File: src/rx_pcs_defines.svh
`ifndef RX_PCS_DEFINES_SVH
`define RX_PCS_DEFINES_SVH

// Lane and block geometry
`define RX_LANES    4
`define BLK_W       64
`define HDR_W       2
`define CTL_W       8

// Sync headers
`define HDR_DATA    2'b01
`define HDR_CTRL    2'b10

// Block type field of control blocks
`define BT_IDLE     8'h1E
`define BT_START    8'h78
`define BT_T0       8'h87
`define BT_T1       8'h99
`define BT_T2       8'hAA
`define BT_T3       8'hB4
`define BT_T4       8'hCC
`define BT_T5       8'hD2
`define BT_T6       8'hE1
`define BT_T7       8'hFF

// XGMII control characters
`define XG_IDLE     8'h07
`define XG_START    8'hFB
`define XG_TERM     8'hFD
`define XG_ERROR    8'hFE

// x^58 + x^39 + 1, taps as bits back in the serial history
`define SCR_TAP_A   38
`define SCR_TAP_B   57

// APB register map
`define ADDR_CTRL   8'h00
`define ADDR_ERRCNT 8'h04
`define ERRCNT_W    8

`endif

File: src/rx_pcs_pkg.sv
`default_nettype none

`include "rx_pcs_defines.svh"

package rx_pcs_pkg;

    // Control block layout, type byte sent first
    typedef struct packed {
        logic [`BLK_W-9:0] content;
        logic [7:0]        btype;
    } ctrl_blk_t;

    // One payload word, seen as data bytes or as a control block
    typedef union packed {
        logic [`BLK_W/8-1:0][7:0] bytes;
        ctrl_blk_t                ctrl;
    } blk_payload_u;

    //////////////////////////////
    // Per-word lane bundles
    //////////////////////////////

    typedef logic [`RX_LANES-1:0][`BLK_W-1:0] lane_data_t;

    typedef logic [`RX_LANES-1:0][`HDR_W-1:0] lane_hdr_t;

    typedef logic [`RX_LANES-1:0][`CTL_W-1:0] lane_ctl_t;

endpackage

`default_nettype wire

File: src/lane_reorder.sv
`timescale 1ns/1ps
`default_nettype none

`include "rx_pcs_defines.svh"

module lane_reorder (
    input  wire                         rx_clk_161_13,
    input  wire                         async_reset_n,
    input  wire                         rx_valid_i,
    input  wire rx_pcs_pkg::lane_hdr_t  rx_hdr_i,
    input  wire rx_pcs_pkg::lane_data_t rx_data_i,
    input  wire [1:0]                   lane_rot_i,
    output logic                        valid_o,
    output rx_pcs_pkg::lane_hdr_t       hdr_o,
    output rx_pcs_pkg::lane_data_t      data_o
);

    rx_pcs_pkg::lane_hdr_t  rot_hdr;
    rx_pcs_pkg::lane_data_t rot_data;

    // Output lane i takes input lane (i + rot) mod lanes
    always_comb begin
        for (int i = 0; i < `RX_LANES; i++) begin
            rot_hdr[i]  = rx_hdr_i[(i + int'(lane_rot_i)) % `RX_LANES];
            rot_data[i] = rx_data_i[(i + int'(lane_rot_i)) % `RX_LANES];
        end
    end

    always_ff @(posedge rx_clk_161_13 or negedge async_reset_n) begin
        if (!async_reset_n) begin
            valid_o <= 1'b0;
        end else begin
            valid_o <= rx_valid_i;
        end
    end

    always_ff @(posedge rx_clk_161_13) begin
        if (rx_valid_i) begin
            hdr_o  <= rot_hdr;
            data_o <= rot_data;
        end
    end

    //////////////////////////////
    // Checks
    //////////////////////////////

    // Downstream stages rely on clean words whenever valid is up
    a_known_when_valid: assert property (
        @(posedge rx_clk_161_13) disable iff (!async_reset_n)
        valid_o |-> !$isunknown({hdr_o, data_o})
    );

endmodule

`default_nettype wire

File: src/lane_descrambler.sv
`timescale 1ns/1ps
`default_nettype none

`include "rx_pcs_defines.svh"

module lane_descrambler (
    input  wire                         rx_clk_161_13,
    input  wire                         async_reset_n,
    input  wire                         valid_i,
    input  wire rx_pcs_pkg::lane_hdr_t  hdr_i,
    input  wire rx_pcs_pkg::lane_data_t data_i,
    input  wire                         bypass_descram_i,
    output logic                        valid_o,
    output rx_pcs_pkg::lane_hdr_t       hdr_o,
    output rx_pcs_pkg::lane_data_t      data_o
);

    localparam int STREAM_W = (`RX_LANES + 1) * `BLK_W;
    localparam int DLY_A    = `SCR_TAP_A + 1;
    localparam int DLY_B    = `SCR_TAP_B + 1;

    // Raw last lane of the previous valid word
    logic [`BLK_W-1:0]      prev_raw;
    logic [STREAM_W-1:0]    stream;
    rx_pcs_pkg::lane_data_t plain;

    // Serial order, oldest bit at index 0
    assign stream = {data_i, prev_raw};

    //////////////////////////////
    // Parallel descrambler
    //////////////////////////////

    always_comb begin
        for (int k = 0; k < `RX_LANES; k++) begin
            for (int j = 0; j < `BLK_W; j++) begin
                plain[k][j] = stream[`BLK_W * (k + 1) + j]
                            ^ stream[`BLK_W * (k + 1) + j - DLY_A]
                            ^ stream[`BLK_W * (k + 1) + j - DLY_B];
            end
        end
    end

    // History moves on valid words only, bypass or not
    always_ff @(posedge rx_clk_161_13 or negedge async_reset_n) begin
        if (!async_reset_n) begin
            valid_o  <= 1'b0;
            prev_raw <= '0;
        end else begin
            valid_o <= valid_i;
            if (valid_i) begin
                prev_raw <= data_i[`RX_LANES-1];
            end
        end
    end

    always_ff @(posedge rx_clk_161_13) begin
        if (valid_i) begin
            hdr_o <= hdr_i;
            if (bypass_descram_i) begin
                data_o <= data_i;
            end else begin
                data_o <= plain;
            end
        end
    end

endmodule

`default_nettype wire

File: src/block_decoder.sv
`timescale 1ns/1ps
`default_nettype none

`include "rx_pcs_defines.svh"

module block_decoder (
    input  wire                         rx_clk_161_13,
    input  wire                         async_reset_n,
    input  wire                         valid_i,
    input  wire rx_pcs_pkg::lane_hdr_t  hdr_i,
    input  wire rx_pcs_pkg::lane_data_t data_i,
    output logic                        rx_valid_o,
    output rx_pcs_pkg::lane_ctl_t       xgmii_rxc_o,
    output rx_pcs_pkg::lane_data_t      xgmii_rxd_o,
    output logic [2:0]                  blk_err_cnt_o
);

    rx_pcs_pkg::lane_ctl_t  rxc_d;
    rx_pcs_pkg::lane_data_t rxd_d;
    logic [`RX_LANES-1:0]   blk_err;
    logic [2:0]             err_cnt;

    //////////////////////////////
    // Per-lane decode
    //////////////////////////////

    always_comb begin
        rx_pcs_pkg::blk_payload_u blk;
        logic [7:0][7:0]          shifted;
        logic [2:0]               tlen;
        logic                     is_term;
        logic                     term_seen;

        term_seen = 1'b0;
        for (int k = 0; k < `RX_LANES; k++) begin
            blk     = data_i[k];
            // Payload bytes 1..7 moved down to byte 0
            shifted = {8'h00, blk.ctrl.content};
            is_term = blk.ctrl.btype inside {`BT_T0, `BT_T1, `BT_T2, `BT_T3,
                                             `BT_T4, `BT_T5, `BT_T6, `BT_T7};
            case (blk.ctrl.btype)
                `BT_T1:  tlen = 3'd1;
                `BT_T2:  tlen = 3'd2;
                `BT_T3:  tlen = 3'd3;
                `BT_T4:  tlen = 3'd4;
                `BT_T5:  tlen = 3'd5;
                `BT_T6:  tlen = 3'd6;
                `BT_T7:  tlen = 3'd7;
                default: tlen = 3'd0;
            endcase

            // Error block unless a rule below matches
            rxc_d[k]   = '1;
            rxd_d[k]   = {8{`XG_ERROR}};
            blk_err[k] = 1'b1;

            if (hdr_i[k] == `HDR_DATA) begin
                if (!term_seen) begin
                    rxc_d[k]   = '0;
                    rxd_d[k]   = blk.bytes;
                    blk_err[k] = 1'b0;
                end
            end else if (hdr_i[k] == `HDR_CTRL) begin
                if (blk.ctrl.btype == `BT_IDLE) begin
                    rxd_d[k]   = {8{`XG_IDLE}};
                    blk_err[k] = 1'b0;
                end else if (blk.ctrl.btype == `BT_START) begin
                    rxc_d[k]   = 8'h01;
                    rxd_d[k]   = {blk.ctrl.content, `XG_START};
                    blk_err[k] = 1'b0;
                end else if (is_term && !term_seen) begin
                    for (int m = 0; m < 8; m++) begin
                        if (m < tlen) begin
                            rxc_d[k][m]         = 1'b0;
                            rxd_d[k][8*m +: 8]  = shifted[m];
                        end else if (m == tlen) begin
                            rxd_d[k][8*m +: 8]  = `XG_TERM;
                        end else begin
                            rxd_d[k][8*m +: 8]  = `XG_IDLE;
                        end
                    end
                    blk_err[k] = 1'b0;
                end
            end

            // Marks every higher lane of this word
            term_seen = term_seen | ((hdr_i[k] == `HDR_CTRL) && is_term);
        end
    end

    always_comb begin
        err_cnt = 3'd0;
        for (int k = 0; k < `RX_LANES; k++) begin
            err_cnt = err_cnt + {2'b00, blk_err[k]};
        end
    end

    //////////////////////////////
    // Output register
    //////////////////////////////

    always_ff @(posedge rx_clk_161_13 or negedge async_reset_n) begin
        if (!async_reset_n) begin
            rx_valid_o    <= 1'b0;
            xgmii_rxc_o   <= '0;
            xgmii_rxd_o   <= '0;
            blk_err_cnt_o <= 3'd0;
        end else begin
            rx_valid_o    <= valid_i;
            blk_err_cnt_o <= valid_i ? err_cnt : 3'd0;
            if (valid_i) begin
                xgmii_rxc_o <= rxc_d;
                xgmii_rxd_o <= rxd_d;
            end
        end
    end

endmodule

`default_nettype wire

File: src/rx_pcs_regs.sv
`timescale 1ns/1ps
`default_nettype none

`include "rx_pcs_defines.svh"

module rx_pcs_regs (
    input  wire          rx_clk_161_13,
    input  wire          async_reset_n,
    input  wire          psel_i,
    input  wire          penable_i,
    input  wire          pwrite_i,
    input  wire [7:0]    paddr_i,
    input  wire [31:0]   pwdata_i,
    input  wire [2:0]    blk_err_cnt_i,
    output logic [31:0]  prdata_o,
    output logic         pready_o,
    output logic         pslverr_o,
    output logic [1:0]   lane_rot_o,
    output logic         bypass_descram_o
);

    logic                 access;
    logic                 addr_ok;
    logic                 wr_ctrl;
    logic                 wr_errcnt;
    logic [`ERRCNT_W-1:0] err_cnt;
    logic [`ERRCNT_W:0]   err_sum;

    // Zero wait states
    assign access    = psel_i & penable_i;
    assign addr_ok   = (paddr_i == `ADDR_CTRL) || (paddr_i == `ADDR_ERRCNT);
    assign pready_o  = access;
    assign pslverr_o = access & ~addr_ok;

    assign wr_ctrl   = access & pwrite_i & (paddr_i == `ADDR_CTRL);
    assign wr_errcnt = access & pwrite_i & (paddr_i == `ADDR_ERRCNT);

    always_comb begin
        prdata_o = 32'd0;
        if (access && !pwrite_i) begin
            if (paddr_i == `ADDR_CTRL) begin
                prdata_o = {29'd0, lane_rot_o, bypass_descram_o};
            end else if (paddr_i == `ADDR_ERRCNT) begin
                prdata_o = {{(32-`ERRCNT_W){1'b0}}, err_cnt};
            end
        end
    end

    //////////////////////////////
    // CTRL and error counter
    //////////////////////////////

    always_ff @(posedge rx_clk_161_13 or negedge async_reset_n) begin
        if (!async_reset_n) begin
            bypass_descram_o <= 1'b0;
            lane_rot_o       <= 2'd0;
        end else if (wr_ctrl) begin
            bypass_descram_o <= pwdata_i[0];
            lane_rot_o       <= pwdata_i[2:1];
        end
    end

    assign err_sum = {1'b0, err_cnt} + {{(`ERRCNT_W-2){1'b0}}, blk_err_cnt_i};

    // Clear wins over increment, count sticks at all ones
    always_ff @(posedge rx_clk_161_13 or negedge async_reset_n) begin
        if (!async_reset_n) begin
            err_cnt <= '0;
        end else if (wr_errcnt) begin
            err_cnt <= '0;
        end else if (err_sum[`ERRCNT_W]) begin
            err_cnt <= '1;
        end else begin
            err_cnt <= err_sum[`ERRCNT_W-1:0];
        end
    end

    a_penable_in_transfer: assert property (
        @(posedge rx_clk_161_13) disable iff (!async_reset_n)
        $rose(penable_i) |-> psel_i
    );

endmodule

`default_nettype wire

File: src/rx_pcs_top.sv
`timescale 1ns/1ps
`default_nettype none

module rx_pcs_top (
    input  wire                         rx_clk_161_13,
    input  wire                         async_reset_n,
    // APB
    input  wire                         psel_i,
    input  wire                         penable_i,
    input  wire                         pwrite_i,
    input  wire [7:0]                   paddr_i,
    input  wire [31:0]                  pwdata_i,
    output wire [31:0]                  prdata_o,
    output wire                         pready_o,
    output wire                         pslverr_o,
    // Received blocks
    input  wire                         rx_valid_i,
    input  wire rx_pcs_pkg::lane_hdr_t  rx_hdr_i,
    input  wire rx_pcs_pkg::lane_data_t rx_data_i,
    // XGMII side
    output wire                         rx_valid_o,
    output wire rx_pcs_pkg::lane_ctl_t  xgmii_rxc_o,
    output wire rx_pcs_pkg::lane_data_t xgmii_rxd_o
);

    wire [1:0]                   lane_rot;
    wire                         bypass_descram;
    wire [2:0]                   blk_err_cnt;

    wire                         reo_valid;
    wire rx_pcs_pkg::lane_hdr_t  reo_hdr;
    wire rx_pcs_pkg::lane_data_t reo_data;

    wire                         dsc_valid;
    wire rx_pcs_pkg::lane_hdr_t  dsc_hdr;
    wire rx_pcs_pkg::lane_data_t dsc_data;

    rx_pcs_regs u_rx_pcs_regs (
        .rx_clk_161_13    (rx_clk_161_13),
        .async_reset_n    (async_reset_n),
        .psel_i           (psel_i),
        .penable_i        (penable_i),
        .pwrite_i         (pwrite_i),
        .paddr_i          (paddr_i),
        .pwdata_i         (pwdata_i),
        .blk_err_cnt_i    (blk_err_cnt),
        .prdata_o         (prdata_o),
        .pready_o         (pready_o),
        .pslverr_o        (pslverr_o),
        .lane_rot_o       (lane_rot),
        .bypass_descram_o (bypass_descram)
    );

    //////////////////////////////
    // Three stage data path
    //////////////////////////////

    lane_reorder u_lane_reorder (
        .rx_clk_161_13 (rx_clk_161_13),
        .async_reset_n (async_reset_n),
        .rx_valid_i    (rx_valid_i),
        .rx_hdr_i      (rx_hdr_i),
        .rx_data_i     (rx_data_i),
        .lane_rot_i    (lane_rot),
        .valid_o       (reo_valid),
        .hdr_o         (reo_hdr),
        .data_o        (reo_data)
    );

    lane_descrambler u_lane_descrambler (
        .rx_clk_161_13    (rx_clk_161_13),
        .async_reset_n    (async_reset_n),
        .valid_i          (reo_valid),
        .hdr_i            (reo_hdr),
        .data_i           (reo_data),
        .bypass_descram_i (bypass_descram),
        .valid_o          (dsc_valid),
        .hdr_o            (dsc_hdr),
        .data_o           (dsc_data)
    );

    block_decoder u_block_decoder (
        .rx_clk_161_13 (rx_clk_161_13),
        .async_reset_n (async_reset_n),
        .valid_i       (dsc_valid),
        .hdr_i         (dsc_hdr),
        .data_i        (dsc_data),
        .rx_valid_o    (rx_valid_o),
        .xgmii_rxc_o   (xgmii_rxc_o),
        .xgmii_rxd_o   (xgmii_rxd_o),
        .blk_err_cnt_o (blk_err_cnt)
    );

endmodule

`default_nettype wire

File: config.mk
export PLATFORM = sky130hd
export DESIGN_NAME = rx_pcs_top
export DESIGN_NICKNAME = d
export VERILOG_FILES = /design/src/rx_pcs_pkg.sv /design/src/lane_reorder.sv /design/src/lane_descrambler.sv /design/src/block_decoder.sv /design/src/rx_pcs_regs.sv /design/src/rx_pcs_top.sv
export VERILOG_INCLUDE_DIRS = /design/src
export SDC_FILE = /design/constraint.sdc
export NUM_CORES = 2
export LEC_CHECK = 0
export ABC_AREA = 1
export BUFFER_PORTS_ARGS = -buffer_cell sky130_fd_sc_hd__buf_2
export CAP_MARGIN = 25
export CORE_ASPECT_RATIO = 1.25
export CORE_MARGIN = 10
export CORE_UTILIZATION = 40
export CTS_CLUSTER_SIZE = 10
export DETAILED_ROUTE_END_ITERATION = 16
export PLACE_DENSITY_LB_ADDON = 0.3
export SLEW_MARGIN = 20
export SYNTH_ARGS = -nofsm -noshare
export SYNTH_HDL_FRONTEND = slang
export SYNTH_SLANG_ARGS = --single-unit
export TNS_END_PERCENT = 100
File: constraint.sdc
create_clock -name rx_clk_161_13 -period 7.6 [get_ports rx_clk_161_13]
set_input_delay 0 -clock rx_clk_161_13 [delete_from_list [all_inputs] [get_ports rx_clk_161_13]]
set_output_delay 0 -clock rx_clk_161_13 [all_outputs]
set_load 0.1 [all_outputs]
# Word-level counts from Yosys, hierarchy flattened
# Index checks and enable logic that the tools add are counted.
[totals] in_bits=310 reg_bits=897 out_inout_bits=323 wordCells=889
[classes] add_sub_neg=7 reduce_logical=24 n_mux=194 n_bitwise=523 n_eq_ne=77 n_lt_le_gt_ge=32
[op_table] operator="64-bit two-way mux" count=30
[op_table] operator="8-bit two-way mux" count=78
[op_table] operator="64-bit binary-select mux with 2-bit select" count=4
[op_table] operator="1-bit XOR" count=512
[op_table] operator="8-bit == test (second input constant)" count=32
[op_table] operator="256-bit two-way mux" count=1
[op_table] operator="3-bit case mux with 7 select lines" count=4
[op_table] operator="32-bit two-way mux" count=2
[op_table] operator="7-bit two-way mux" count=8
[op_table] operator="1-bit two-way mux" count=55
[op_table] operator="3-bit == test (first input constant)" count=16
[op_table] operator="3-bit < comparator (first input constant)" count=12
[op_table] operator="8-bit by 5-bit == test with 1-bit output (second input constant)" count=4
[op_table] operator="8-bit by 7-bit == test with 1-bit output (second input constant)" count=4
[op_table] operator="8-bit nonzero test" count=4
[op_table] operator="2-bit by 3-bit == test with 1-bit output (first input constant)" count=8
[op_table] operator="1-bit by 3-bit < comparator with 1-bit output (first input constant)" count=8
[op_table] operator="2-bit by 3-bit < comparator with 1-bit output (first input constant)" count=8
[op_table] operator="2-bit binary-select mux with 2-bit select" count=4
[op_table] operator="2-bit two-way mux" count=7
[op_table] operator="1-bit by 3-bit == test with 1-bit output (first input constant)" count=4
[op_table] operator="3-bit logical NOT" count=4
[op_table] operator="3-bit by 4-bit < comparator with 1-bit output (second input constant)" count=3
[op_table] operator="8-bit by 3-bit adder with 9-bit output" count=1
[op_table] operator="other kinds (18)" count=44

# Longest topological paths before layout
[depth] ltp_word=14 ltp_mapped=19 mapped_depth_nobuf=19

# Cells and area by module
# Synthesis repeated with hierarchy kept, for this count alone.
[unflattened] cells_unflattened=7418 area_unflattened_um2=53416.2
[by_module_without_submodules] module="block_decoder" cells_each=2807 area_per_inst_um2=18602.8 seq_area_each_um2=7307.0 n_inst=1
[by_module_without_submodules] module="lane_descrambler" cells_each=2359 area_per_inst_um2=18325.1 seq_area_each_um2=9404.0 n_inst=1
[by_module_without_submodules] module="lane_reorder" cells_each=2105 area_per_inst_um2=15456.1 seq_area_each_um2=7952.6 n_inst=1
[by_module_without_submodules] module="rx_pcs_regs" cells_each=147 area_per_inst_um2=1032.2 seq_area_each_um2=275.3 n_inst=1

# Least setup slack after synthesis
# Ideal clock, no wire load.
[synth_path] kind="register -> register" start="register u_lane_reorder.valid_o" end="register u_lane_descrambler.prev_raw[56]" stages_incl_launch_ff=5 setup_ns=0.125 period_less_slack_ns=7.205 setup_slack_ns=0.395 required_time_ns=7.475 path_buffers=3 t_arrival_ns=7.080 path_cell_list="dfrtp_1 > clkbuf_1 > buf_1 > clkbuf_1 > mux2_2"
[synth_lines] element="start: declaration" line_no="lane_reorder.sv:13" text="output logic valid_o,"
[synth_lines] element="start signal: assignment" line_no="lane_reorder.sv:33" text="valid_o <= rx_valid_i;"
[synth_lines] element="end signal: assignment" line_no="lane_descrambler.sv:52" text="prev_raw <= data_i[`RX_LANES-1];"
[synth_lines] element="end: declaration" line_no="lane_descrambler.sv:23" text="logic [`BLK_W-1:0] prev_raw;"
# No word-level cell between the ends.

# Worst setup path in the final report
[layout_path] start="register u_lane_descrambler.data_o[66] (netlist bit)" end="register u_block_decoder.blk_err_cnt_o[1]"
[layout_between] elab_chain_len=14 elab_cells_between_ends=40 classes_between="3 x add/sub; 10 x eq/ne; 18 x mux; 2 x bitwise; 7 x reduce/logical"
[layout_lines] element="start: declaration" line_no="lane_descrambler.sv:15" text="output rx_pcs_pkg::lane_data_t data_o"
[layout_lines] element="start signal: assignment" line_no="lane_descrambler.sv:61" text="data_o <= data_i;"
[layout_lines] element="start signal: assignment" line_no="lane_descrambler.sv:63" text="data_o <= plain;"
[layout_lines] element="8-bit == test" line_no="block_decoder.sv:39" text="is_term = blk.ctrl.btype inside {`BT_T0, `BT_T1, `BT_T2, `BT_T3,"
[layout_lines] element="8-bit nonzero test" line_no="block_decoder.sv:39"
[layout_lines] element="1-bit logical AND" line_no="block_decoder.sv:87" text="term_seen = term_seen | ((hdr_i[k] == `HDR_CTRL) && is_term);"
[layout_lines] element="1-bit bitwise OR" line_no="block_decoder.sv:87"
[layout_lines] element="1-bit logical NOT / 1-bit bitwise OR (equally long branches)"
[layout_lines] element="1-bit logical AND / 1-bit logical NOT (equally long branches)"
[layout_lines] element="1-bit two-way mux / 1-bit logical AND (equally long branches)" line_no="block_decoder.sv:71" text="end else if (is_term && !term_seen) begin"
[layout_lines] element="1-bit two-way mux (on tied branches)" line_no="block_decoder.sv:67, block_decoder.sv:71"
[layout_lines] element="1-bit two-way mux (on tied branches)" line_no="block_decoder.sv:64, block_decoder.sv:67"
[layout_lines] element="1-bit two-way mux (on tied branches)" line_no="block_decoder.sv:63, block_decoder.sv:64"
[layout_lines] element="1-bit two-way mux (on tied branches)" line_no="block_decoder.sv:57, block_decoder.sv:63"
[layout_lines] element="3-bit by 1-bit adder with 3-bit output / 1-bit two-way mux (equally long branches)" line_no="block_decoder.sv:94, block_decoder.sv:57"
[layout_lines] element="3-bit by 1-bit adder with 3-bit output (*)" line_no="block_decoder.sv:94" text="err_cnt = err_cnt + {2'b00, blk_err[k]};"
[layout_lines] element="3-bit two-way mux (*)" line_no="block_decoder.sv:110" text="blk_err_cnt_o <= valid_i ? err_cnt : 3'd0;"
[layout_lines] element="end signal: assignment" line_no="block_decoder.sv:110"
[layout_lines] element="end: declaration" line_no="block_decoder.sv:15" text="output logic [2:0] blk_err_cnt_o"
# Mark *: on every way between the ends. The rest lies on a longest branch, timed or not.
# A chain may end at the register's enable or synchronous reset.

==> flow_metrics.env <==
export IMPL_cp_arrival_ns=5.08
export IMPL_finalHoldViolations=1
export IMPL_fin_crit_sh_pct=58.9
export IMPL_die_area_um2=136000
export IMPL_start_util_pct=40.2
export IMPL_clock_path_buffers=3
export IMPL_end_kind="flop"
export IMPL_root_buffer="clkbuf_16"
export IMPL_p_leak_nw=27.3
export IMPL_post_dp_cell_area_um2=52700
export IMPL_post_cts_buffers=0
export IMPL_wl_mm=234
export IMPL_cts_tree="done"
export IMPL_ys_async_sr_fraction_pct=40.7
export IMPL_fin_area_um2=61100
export IMPL_ios=633
export IMPL_finalWorstSetupSlack_ns=3.12
export IMPL_crit_start="u_lane_descrambler.data_o[66]"
export IMPL_p_per_area_nw_per_um2=233
export IMPL_rows=143
export IMPL_antenna_found_initial=22
export IMPL_synth_top_area_share_pct=32.5
export IMPL_grt_max_degree=257
export IMPL_gp_congestion=1.03
export IMPL_detail_route_wl_per_cell_um=27.4
export IMPL_fin_crit_ns=4.48
export IMPL_cts_repair_resized=0
export IMPL_worst_slew_pin_slew_ns=1.12
export IMPL_synth_area_um2=48700
export IMPL_startpoint_type="flop"
export IMPL_setup_tns_final_ns=0
export IMPL_h_tree_depth=3
export IMPL_status="complete, but fails checks"
export IMPL_syn_inst=5931
export IMPL_drv_cap=0
export IMPL_ys_seq_area_share_pct=51.2
export IMPL_final_cell_mix="1481 x nand2_1, 1075 x o21ai_0, 577 x buf_2"
export IMPL_final_common_cell="nand2_1"
export IMPL_cp_max_fo=49
export IMPL_clk_pin_slew_ns=0.06
export IMPL_ant_nets=0
export IMPL_cts_buffers=102
export IMPL_vias=46900
export IMPL_violations="negative hold slack"
export IMPL_synth_area_leader_cell="edfxtp_1"
export IMPL_dp_slack_ns=3.19
export IMPL_required_ns=8.20
export IMPL_via_per_inst=5.49
export IMPL_fin_hold_ws_ns=-0.00588
export IMPL_core_um2=121000
export IMPL_areaGrowthSynthToFinish_pct=25.3
export IMPL_setup_viol=0
export IMPL_crit_type="flop to flop"
export IMPL_rr_startpoint="u_lane_descrambler.data_o[66]"
export IMPL_min_delay_path_class="primary input to flop"
export IMPL_ys_types=52
export IMPL_drc=0
export IMPL_ys_ff_latch=891
export IMPL_ys_warn_count=0
export IMPL_hold_start="rx_data_i[231]"
export IMPL_grt_pass1_wl_mm=327
export IMPL_slew_headroom_pct=24.8
export IMPL_ys_top_cells_by_area="edfxtp_1 33%, dfrtp_1 19%, nand2_1 11%"
export IMPL_cts_sinks=891
export IMPL_clock_skew_ns=0.0283
export IMPL_die_width_um=332
export IMPL_dieHeight_um=410
export IMPL_hold_buffers=528
export IMPL_synth_edf_count=528
export IMPL_grt_overflow_total=0
export IMPL_grt_total_usage_pct=33.1
export IMPL_grt_setup_unrepaired="false"
export IMPL_clock_latency_ns=0.71
export IMPL_drtPass1Iterations=6
export IMPL_place_port_buffers=579
export IMPL_max_freq_mhz=223
export IMPL_irDropWorstVdd_v=0.000162
export IMPL_layout_drive_gt1_share_pct=12.3
export IMPL_drv_slew=0
export IMPL_drtIter0Drc=5835
export IMPL_syn_area_per_cell_um2=8.21
export IMPL_synth_main_ff_cell="edfxtp_1"
export IMPL_finalNetCount=7180
export IMPL_hpwl_mm=177
export IMPL_grt_pass1_vias=43800
export IMPL_fillCellCount=11300
## through the flow
step                util [%]  power (mW)  hold slack, ns  std cells
finish                  50.3        14.3        -0.00588       8543
global route            50.3        14.7          0.0644       8539
detailed placement      43.5        9.47           0.146       7824
CTS                     50.3        14.3        0.000857       8535
floorplan                  -        8.23          -0.296       5954
global placement        43.4        9.44           0.137       7822
## registers in the layout, indices dropped and copies added (netlist names)
register / cells
u_lane_reorder.data_o: 256
u_lane_descrambler.valid_o: 1
u_lane_descrambler.prev_raw: 58
u_rx_pcs_regs.bypass_descram_o: 1
u_block_decoder.blk_err_cnt_o: 3
u_block_decoder.rx_valid_o: 1
u_lane_descrambler.hdr_o: 8
u_lane_reorder.valid_o: 1
u_rx_pcs_regs.err_cnt: 8
u_block_decoder.xgmii_rxd_o: 256
u_lane_descrambler.data_o: 256
u_rx_pcs_regs.lane_rot_o: 2
u_lane_reorder.hdr_o: 8
u_block_decoder.xgmii_rxc_o: 32
## report_power, final
part	leakage (nW)	switching [mW]	total (mW)	internal (mW)
Sequential	9.26	0.776	6.46	5.68
Clock	1.44	2.00	4.60	2.60
Combinational	16.6	2.45	3.19	0.746
Total	27.3	5.23	14.3	9.03
## worst max-delay path: stages (launching register included)
cell,delay [ns]
edfxtp_1,0.54
nand2_1,0.16
nor2_1,0.06
nand2_1,0.33
nand2_2,0.17
nor2_4,0.34
nand2_1,0.18
nand2_2,0.15
nand2_8,0.11
nor2_8,0.57
nand2_2,0.53
nand2_1,0.50
fa_1,0.27
inv_1,0.05
ha_1,0.26
nand2_1,0.07
inv_1,0.04
## synth_stat cells (all sizes together) (2+ instances only)
master and instances:
buf 87, o21bai 13, o221ai 2, a211oi 3, clkbuf 255, nand2 1501, clkinv 5, nand4 12
o31ai 11, edfxtp 528, o311ai 5, a31oi 20, inv 580, nand3b 5, a21oi 574, dfrtp 363
mux2 57, a22o 3, o211ai 31, nor2 343, and2 3, o21ai 1080, xnor2 256, or2 8
xor2 3, nor3 23, nand3 144, ha 5, fa 2, a32o 2
## cell type report
cell class / count / area, um2 / area share, %
repair buffers: 1147 / 8630 / 14.1
diodes: 6 / 15.0 / 0.0246
inverters: 585 / 2210 / 3.61
clock inverters: 9 / 68.8 / 0.113
well taps: 1595 / 2000 / 3.27
clock buffers: 174 / 2940 / 4.81
multi-input cells: 4136 / 20200 / 33.2
flip-flops and latches: 891 / 25000 / 40.9
## cell families after synthesis
group / Yosys count / share of synthesized area [%]
AND/OR/NAND/NOR: 2041 / 16.7
AO/OA/AOI/OAI: 1747 / 18.4
buffers and inverters: 927 / 7.48
flip-flops: 891 / 51.2
XOR/XNOR: 259 / 4.66
multiplexers: 58 / 1.34
adder cells (fa/ha/maj): 7 / 0.211
other: 1 / 0.00770
## routing by layer
layer  wire [um]  track usage [%]  up-vias
met2      109000             54.2     2450
met1       93000             42.0    22500
met5          36                0        -
met3       17500             4.87      432
met4       14100             17.3        6
li1            -                -    21600
## path summary, 6_finish.rpt
path,slack (ns),end,depth (start not counted)
min in group asynchronous,0.49,u_rx_pcs_regs.err_cnt[1],3
worst max-delay path,3.12,u_block_decoder.blk_err_cnt_o[1],16
worst min register to register,0.47,u_block_decoder.xgmii_rxd_o[76],2
worst max register to register,3.12,u_block_decoder.blk_err_cnt_o[1],16
worst min-delay path,-0.006,u_lane_reorder.data_o[167],5
max in group asynchronous,5.19,u_rx_pcs_regs.lane_rot_o[1],4
(Power assumes the default switching activity.)
